--- src/mem_pkg.sv ---
package mem_pkg;

  ////////////////////////////////
  // Sizes
  ////////////////////////////////

  localparam int data_width = 16;
  localparam int num_lbank = 4;
  localparam int num_pbank = num_lbank + 1; // One spare bank per row.
  localparam int num_row = 16;
  localparam int read_latency = 2; // Cycles from read to rd_vld.

  localparam int row_bits = $clog2(num_row);
  localparam int lbank_bits = $clog2(num_lbank);
  localparam int pbank_bits = $clog2(num_pbank);
  localparam int addr_bits = lbank_bits + row_bits;

  ////////////////////////////////
  // Vector types
  ////////////////////////////////

  typedef logic [data_width-1:0] data_t;
  typedef logic [addr_bits-1:0] addr_t; // {logical bank, row}.
  typedef logic [row_bits-1:0] row_t;
  typedef logic [lbank_bits-1:0] lbank_t;
  typedef logic [pbank_bits-1:0] pbank_t;
  typedef logic [num_pbank-1:0] pbank_vec_t;

endpackage

--- src/bank_ram.sv ---
`timescale 1ns/1ps

// One physical bank with a write port and a read port.
module bank_ram import mem_pkg::*; (
  input  logic  clk,
  input  logic  we,
  input  row_t  wr_row,
  input  data_t wr_data,
  input  logic  re,
  input  row_t  rd_row,
  output data_t rd_data
);

  data_t mem [num_row];

  ////////////////////////////////
  // Write port
  ////////////////////////////////

  always_ff @(posedge clk) begin
    if (we) begin
      mem[wr_row] <= wr_data;
    end
  end

  ////////////////////////////////
  // Read port
  ////////////////////////////////

  // A read to a row written at the same edge sees the old word.
  always_ff @(posedge clk) begin
    if (re) begin
      rd_data <= mem[rd_row];
    end
  end

endmodule

--- src/bank_map.sv ---
`timescale 1ns/1ps

// Per-row map from logical bank to physical bank, plus the free bank.
module bank_map import mem_pkg::*; (
  input  logic   clk,
  input  logic   reset,
  // Lookup keys.
  input  row_t   wr_row0,
  input  lbank_t wr_lbank0,
  input  row_t   wr_row1,
  input  lbank_t wr_lbank1,
  input  row_t   rd_row,
  input  lbank_t rd_lbank,
  // Update after a write conflict.
  input  logic   upd,
  input  row_t   upd_row,
  input  lbank_t upd_lbank,
  input  pbank_t upd_pbank,
  // Lookup results.
  output pbank_t wr_pbank0,
  output pbank_t wr_pbank1,
  output pbank_t rd_pbank,
  output pbank_t free_pbank1
);

  ////////////////////////////////
  // Map table
  ////////////////////////////////

  pbank_t home_tbl [num_row][num_lbank]; // Home bank of each logical bank.
  pbank_t free_tbl [num_row]; // Unused bank of each row.

  pbank_t old_home;

  function automatic pbank_t home_of(row_t row, lbank_t lbank);
    return home_tbl[row][lbank];
  endfunction

  ////////////////////////////////
  // Lookups
  ////////////////////////////////

  assign wr_pbank0 = home_of(wr_row0, wr_lbank0);
  assign wr_pbank1 = home_of(wr_row1, wr_lbank1);
  assign rd_pbank = home_of(rd_row, rd_lbank);
  assign free_pbank1 = free_tbl[wr_row1];

  // The bank given up by the moving logical bank.
  assign old_home = home_of(upd_row, upd_lbank);

  ////////////////////////////////
  // Update
  ////////////////////////////////

  // Identity map out of reset, the last bank spare in every row.
  always_ff @(posedge clk) begin
    if (reset) begin
      for (int r = 0; r < num_row; r++) begin
        for (int l = 0; l < num_lbank; l++) begin
          home_tbl[r][l] <= pbank_t'(l);
        end
        free_tbl[r] <= pbank_t'(num_lbank);
      end
    end else if (upd) begin
      home_tbl[upd_row][upd_lbank] <= upd_pbank;
      free_tbl[upd_row] <= old_home; // Old home becomes the spare.
    end
  end

endmodule

--- src/write_steer.sv ---
`timescale 1ns/1ps

// Steers the two write ports onto the physical banks.
module write_steer import mem_pkg::*; (
  input  logic [1:0] write,
  input  row_t       wr_row0,
  input  lbank_t     wr_lbank0,
  input  row_t       wr_row1,
  input  lbank_t     wr_lbank1,
  input  data_t      din0,
  input  data_t      din1,
  input  pbank_t     wr_pbank0,
  input  pbank_t     wr_pbank1,
  input  pbank_t     free_pbank1,
  // Bank write ports.
  output pbank_vec_t bank_we,
  output row_t       bank_wr_row [num_pbank],
  output data_t      bank_wr_data [num_pbank],
  // Map update.
  output logic       upd,
  output row_t       upd_row,
  output lbank_t     upd_lbank,
  output pbank_t     upd_pbank
);

  logic   same_adr;
  logic   we0;
  logic   we1;
  logic   conflict;
  pbank_t pbank1;

  ////////////////////////////////
  // Conflict check
  ////////////////////////////////

  assign same_adr = write[0] && write[1] && (wr_row0 == wr_row1) && (wr_lbank0 == wr_lbank1);
  assign we0 = write[0] && !same_adr; // Port 1 wins on the same address.
  assign we1 = write[1];

  assign conflict = we0 && we1 && (wr_pbank0 == wr_pbank1);

  // Port 0 sits in a mapped bank of row 1 here, so the spare is clear.
  assign pbank1 = conflict ? free_pbank1 : wr_pbank1;

  assign upd = conflict;
  assign upd_row = wr_row1;
  assign upd_lbank = wr_lbank1;
  assign upd_pbank = free_pbank1;

  ////////////////////////////////
  // Bank routing
  ////////////////////////////////

  always_comb begin
    bank_we = '0;
    for (int i = 0; i < num_pbank; i++) begin
      if (we1 && pbank1 == pbank_t'(i)) begin
        bank_we[i] = 1'b1;
        bank_wr_row[i] = wr_row1;
        bank_wr_data[i] = din1;
      end else begin
        bank_we[i] = we0 && (wr_pbank0 == pbank_t'(i));
        bank_wr_row[i] = wr_row0;
        bank_wr_data[i] = din0;
      end
    end
  end

endmodule

--- src/read_path.sv ---
`timescale 1ns/1ps

// Two-stage read: bank access, then output select.
module read_path import mem_pkg::*; (
  input  logic       clk,
  input  logic       reset,
  input  logic       read,
  input  row_t       rd_row,
  input  pbank_t     rd_pbank,
  input  data_t      bank_rd_data [num_pbank],
  output pbank_vec_t bank_re,
  output row_t       bank_rd_row,
  output logic       rd_vld,
  output data_t      rd_dout
);

  logic   vld_s1;
  pbank_t pbank_s1;
  data_t  sel_data;

  // Only the addressed bank is enabled.
  always_comb begin
    for (int i = 0; i < num_pbank; i++) begin
      bank_re[i] = read && (rd_pbank == pbank_t'(i));
    end
  end

  assign bank_rd_row = rd_row;

  ////////////////////////////////
  // Stage 1
  ////////////////////////////////

  always_ff @(posedge clk) begin
    if (reset) begin
      vld_s1 <= 1'b0;
    end else begin
      vld_s1 <= read;
    end
  end

  always_ff @(posedge clk) begin
    pbank_s1 <= rd_pbank; // Bank to pick next cycle.
  end

  ////////////////////////////////
  // Stage 2
  ////////////////////////////////

  always_comb begin
    sel_data = bank_rd_data[0];
    for (int i = 1; i < num_pbank; i++) begin
      if (pbank_s1 == pbank_t'(i)) begin
        sel_data = bank_rd_data[i];
      end
    end
  end

  always_ff @(posedge clk) begin
    if (reset) begin
      rd_vld <= 1'b0;
    end else begin
      rd_vld <= vld_s1;
    end
  end

  always_ff @(posedge clk) begin
    if (vld_s1) begin
      rd_dout <= sel_data;
    end
  end

endmodule

--- src/mem_1r2w_top.sv ---
`timescale 1ns/1ps

// 1R2W memory from five 1R1W banks with a per-row spare bank.
module mem_1r2w_top import mem_pkg::*; (
  input  logic       clk,
  input  logic       reset,
  // Write ports.
  input  logic [1:0] write,
  input  addr_t      wr_adr0,
  input  addr_t      wr_adr1,
  input  data_t      din0,
  input  data_t      din1,
  // Read port.
  input  logic       read,
  input  addr_t      rd_adr,
  output logic       rd_vld,
  output data_t      rd_dout
);

  ////////////////////////////////
  // Wires
  ////////////////////////////////

  // Map lookups.
  pbank_t wr_pbank0;
  pbank_t wr_pbank1;
  pbank_t rd_pbank;
  pbank_t free_pbank1;

  // Map update.
  logic   upd;
  row_t   upd_row;
  lbank_t upd_lbank;
  pbank_t upd_pbank;

  // Bank side.
  pbank_vec_t bank_we;
  row_t       bank_wr_row [num_pbank];
  data_t      bank_wr_data [num_pbank];
  pbank_vec_t bank_re;
  row_t       bank_rd_row;
  data_t      bank_rd_data [num_pbank];

  ////////////////////////////////
  // Control
  ////////////////////////////////

  bank_map map_i (
    .clk         (clk),
    .reset       (reset),
    .wr_row0     (wr_adr0[row_bits-1:0]),
    .wr_lbank0   (wr_adr0[addr_bits-1:row_bits]),
    .wr_row1     (wr_adr1[row_bits-1:0]),
    .wr_lbank1   (wr_adr1[addr_bits-1:row_bits]),
    .rd_row      (rd_adr[row_bits-1:0]),
    .rd_lbank    (rd_adr[addr_bits-1:row_bits]),
    .upd         (upd),
    .upd_row     (upd_row),
    .upd_lbank   (upd_lbank),
    .upd_pbank   (upd_pbank),
    .wr_pbank0   (wr_pbank0),
    .wr_pbank1   (wr_pbank1),
    .rd_pbank    (rd_pbank),
    .free_pbank1 (free_pbank1)
  );

  write_steer steer_i (
    .write        (write),
    .wr_row0      (wr_adr0[row_bits-1:0]),
    .wr_lbank0    (wr_adr0[addr_bits-1:row_bits]),
    .wr_row1      (wr_adr1[row_bits-1:0]),
    .wr_lbank1    (wr_adr1[addr_bits-1:row_bits]),
    .din0         (din0),
    .din1         (din1),
    .wr_pbank0    (wr_pbank0),
    .wr_pbank1    (wr_pbank1),
    .free_pbank1  (free_pbank1),
    .bank_we      (bank_we),
    .bank_wr_row  (bank_wr_row),
    .bank_wr_data (bank_wr_data),
    .upd          (upd),
    .upd_row      (upd_row),
    .upd_lbank    (upd_lbank),
    .upd_pbank    (upd_pbank)
  );

  ////////////////////////////////
  // Banks and read
  ////////////////////////////////

  for (genvar i = 0; i < num_pbank; i++) begin : g_bank
    bank_ram ram_i (
      .clk     (clk),
      .we      (bank_we[i]),
      .wr_row  (bank_wr_row[i]),
      .wr_data (bank_wr_data[i]),
      .re      (bank_re[i]),
      .rd_row  (bank_rd_row),
      .rd_data (bank_rd_data[i])
    );
  end

  read_path read_i (
    .clk          (clk),
    .reset        (reset),
    .read         (read),
    .rd_row       (rd_adr[row_bits-1:0]),
    .rd_pbank     (rd_pbank),
    .bank_rd_data (bank_rd_data),
    .bank_re      (bank_re),
    .bank_rd_row  (bank_rd_row),
    .rd_vld       (rd_vld),
    .rd_dout      (rd_dout)
  );

endmodule

--- config.mk ---
export PLATFORM = sky130hd
export DESIGN_NAME = mem_1r2w_top
export DESIGN_NICKNAME = d
export VERILOG_FILES = /design/src/mem_pkg.sv /design/src/bank_ram.sv /design/src/bank_map.sv /design/src/write_steer.sv /design/src/read_path.sv /design/src/mem_1r2w_top.sv
export SDC_FILE = /design/constraint.sdc
export NUM_CORES = 2
export LEC_CHECK = 0
export BUFFER_PORTS_ARGS = -buffer_cell sky130_fd_sc_hd__buf_2
export CAP_MARGIN = 20
export CORE_ASPECT_RATIO = 1.4
export CORE_MARGIN = 2
export CORE_UTILIZATION = 35
export DETAILED_ROUTE_END_ITERATION = 10
export PLACE_DENSITY = 0.5
export SYNTH_ARGS = -nofsm -noshare
export SYNTH_HDL_FRONTEND = slang
export SYNTH_SLANG_ARGS = --single-unit
--- constraint.sdc ---
create_clock -name clk -period 5.1 [get_ports clk]
set_input_delay 0.51 -clock clk [delete_from_list [all_inputs] [get_ports clk]]
set_output_delay 0.51 -clock clk [all_outputs]
set_load 0.1 [all_outputs]
==> flow_metrics.tcl <==
set metrics [dict create \
    ff2ff_path_depth 12 \
    fp.dieW_um 378 \
    mostFrequentLayoutCells "edfxtp_1, mux4_2, nor2_1" \
    whs_path_depth 2 \
    drc 0 \
    overflow 0 \
    hold_path_class "input pin to register" \
    coreArea_um2 195000 \
    viasPerCell 5.53 \
    ir_drop_mv 0.261 \
    ant_nets 0 \
    fin_crit_sh_pct 84.7 \
    die_h_um 528 \
    grt_usage_pct 21.1 \
    synth_top_family_by_area "multiplexers" \
    hpwl_um 136000 \
    grt_max_degree 135 \
    mostFrequentLayoutCell "edfxtp_1" \
    p_leak_nw 24.6 \
    gp_congestion 0.876 \
    firstDrtPassIters 5 \
    synth_top_flop_cell "edfxtp_1" \
    first_iter_violations 3993 \
    rsz0062_at_grt "false" \
    power_mw 29.1 \
    dp.cells 6110 \
    pwr-share-seq_pct 51.8 \
    clock_power_share_pct 39.6 \
    syn_area_um2 68600 \
    worstHoldStart "reset" \
    cts.clk_slew.worst_paths_ns 0.06 \
    ys_ff_latch 1621 \
    comb_power_share_pct 8.5 \
    globalRouteMet2Util_pct 37.1 \
    max-cap-violations 0 \
    area_growth_pct 16.7 \
    cts.htree.levels 4 \
    maxSlewViolCount 0 \
    synthMuxAreaShare_pct 21.4 \
    syn_area_per_cell_um2 20.0 \
    relSlewSlack_pct 24.5 \
    clockBufferDepth 3 \
    p_sw_share_pct 23.8 \
    wire_per_inst_um 32.5 \
    finalCriticalPeriod_ns 4.32 \
    synth_nets 3479 \
    cp-end-kind "register" \
    grt_pass1_vias 36700 \
    num_vias 35500 \
    yosys.area_share.simple_pct 3.58 \
    worstPathMaxFanout 32 \
    internal_power_mw 22.2 \
    synth_fa_ha_area_share_pct 0 \
    worst_pin_slew_ns 1.13 \
    num_io_pins 72 \
    io_buffers 71 \
    hold_end "read_i.vld_s1$_SDFF_PP0_" \
    initial_utilization_pct 35.2 \
    async_flop_share_pct 0 \
    row_count 192 \
    timing.fmax_mhz 231 \
    layoutNonFillerInstCount 6423 \
    grt_pass1_wl_um 291000 \
    r2r-end "g_bank[1].ram_i.mem[14][0]$_DFFE_PP_" \
    clock-root-buffer "clkbuf_16" \
    clk_latency_ns 0.84 \
    setup_tns_ns 0 \
    postSynthCellCount 3424 \
    synth_compound_area_share_pct 2.41 \
    r2r_slack_ns 0.78 \
    synth_cell_type_count 55 \
    met1_usage_pct 26.0 \
    drt-total-wl_um 209000 \
    required_ns 5.57 \
    num-nets-final 3710 \
    start_kind "register" \
    fin_skew_ns 0.0564 \
    numClockSinks 1621 \
    die-area_um2 200000 \
    cp_data_arrival_time_ns 4.78 \
    numCtsBuffers 160 \
    ys_seq_area_share_pct 70.9 \
    power_switching_mw 6.95 \
    yosysWarnings 0 \
    drive_above_1_share_pct 33.4 \
    grt.busiest_layer "met2" \
    setup_violations 0 \
    status "completed" \
    final_hold_viol_count 0 \
    r2r_start "map_i.home_tbl[3][6]$_SDFFCE_PN1P_" \
    antenna_found_initial 26 \
    synth-xor-area-share_pct 0.115 \
    cts_tree "yes" \
    cts_setup_buffers 0 \
    synth_edf_count 1616 \
    globalRouteMet3Util_pct 3.45 \
    p_per_area_nw_per_um2 364 \
    critical_path_class "register to register" \
]
## metrics by stage
stage / setup WS (ns) / instance area, µm² / utilization (%) / hold WS [ns]
after floorplan: -0.0838 / 68600 / - / 0.496
after global placement: 0.0681 / 74900 / 38.4 / 0.512
after detailed placement: 0.0491 / 74900 / 38.4 / 0.523
after CTS: 0.800 / 80000 / 41.0 / 0.197
after global routing: 0.638 / 80000 / 41.0 / 0.239
final: 0.780 / 80100 / 41.0 / 0.271
## final cells by class
cell class                 instances  area, µm²
fill                           17400     115000
clock buffer                     194       4170
sequential                      1621      48600
multi-input combinational       1546      19400
antenna                           27       67.6
clock inverter                    90        892
tap                             2619       3280
timing repair buffer             321       3560
inverter                           5       18.8
## flip-flops by register name, indices dropped and copies added (netlist names)
name / flops
g_bank.ram_i.mem: 1280
map_i.home_tbl: 192
g_bank.ram_i.rd_data: 80
map_i.free_tbl: 48
read_i.rd_dout: 16
read_i.pbank_s1: 3
read_i.rd_vld: 1
read_i.vld_s1: 1
## critical path: stages, from the launching register on
cell and delay (ns):
edfxtp_1 0.43, mux4_2 0.54, a22oi_1 0.20, nand3_1 0.14
a22oi_1 0.41, o32ai_1 0.31, xnor2_1 0.23, nor4_4 0.29
mux2i_1 0.36, buf_4 0.21, nand2b_2 0.08, buf_12 0.19
mux2_1 0.53
## power groups by stage
stage / clock network, mW / logic (mW) / registers [mW]
final: 11.5 / 2.48 / 15.1
after CTS: 11.8 / 2.51 / 15.1
after detailed placement: 0 / 2.51 / 15.4
after global placement: 0 / 2.48 / 15.4
after floorplan: 0 / 1.38 / 15.4
after global routing: 12.3 / 2.61 / 15.1
## repair_timing
item                                    CTS  global route
hold buffers                              1             0
gates resized for setup                   0             0
endpoints found under the setup margin    0             0
hold endpoints to repair                  1             0
## cell usage after synthesis (6+ instances only)
| cell | instances | area share, % |
|---|---|---|
| a221oi_1 | 18 | 0.23 |
| a211o_1 | 32 | 0.41 |
| nand2b_1 | 33 | 0.30 |
| buf_6 | 9 | 0.15 |
| xnor2_1 | 6 | 0.077 |
| mux2i_1 | 50 | 0.73 |
| o21ai_0 | 42 | 0.31 |
| nand3_1 | 41 | 0.30 |
| nor2b_1 | 34 | 0.31 |
| o21ai_1 | 10 | 0.073 |
| nand2_1 | 175 | 0.96 |
| buf_4 | 14 | 0.15 |
| a22oi_1 | 24 | 0.26 |
| buf_1 | 51 | 0.28 |
| a21o_1 | 24 | 0.26 |
| mux2_2 | 68 | 1.1 |
| o21bai_1 | 40 | 0.44 |
| edfxtp_1 | 1616 | 71 |
| mux4_2 | 571 | 19 |
| nor2_1 | 252 | 1.4 |
| a21oi_1 | 27 | 0.20 |
| clkbuf_1 | 155 | 0.85 |
| mux2_1 | 48 | 0.79 |
| buf_2 | 22 | 0.16 |
## kinds of logic (layout without fill, tap and decap cells)
logic type	Yosys count	in the layout
flops	1621	1621
mux	738	738
simple gates	565	565
buf+inv	257	610
compound gates	234	234
xor+xnor	9	9
other cells	0	27
## worst max path at each step
stage                                   startpoint                                    to  cells after the start
2_1_floorplan                           wr_adr1[1]   g_bank[4].ram_i.mem[3][0]$_DFFE_PP_                     14
6_report        map_i.home_tbl[3][6]$_SDFFCE_PN1P_  g_bank[1].ram_i.mem[14][0]$_DFFE_PP_                     12
3_5_place_dp                            wr_adr1[0]   g_bank[1].ram_i.mem[0][2]$_DFFE_PP_                     12
5_1_grt         map_i.home_tbl[5][6]$_SDFFCE_PN1P_  g_bank[1].ram_i.mem[3][11]$_DFFE_PP_                     12
3_3_place_gp                            wr_adr1[0]   g_bank[2].ram_i.mem[0][8]$_DFFE_PP_                     15
4_1_cts        map_i.home_tbl[7][10]$_SDFFCE_PN0P_  g_bank[1].ram_i.mem[3][14]$_DFFE_PP_                     10
## routing by layer
metal | vias up | wire length [µm]
met5 | - | 36
met4 | 6 | 8190
met3 | 317 | 13600
met2 | 1360 | 109000
met1 | 19200 | 78300
li1 | 14700 | -
No activity file was read; power rests on OpenSTA's default activity.
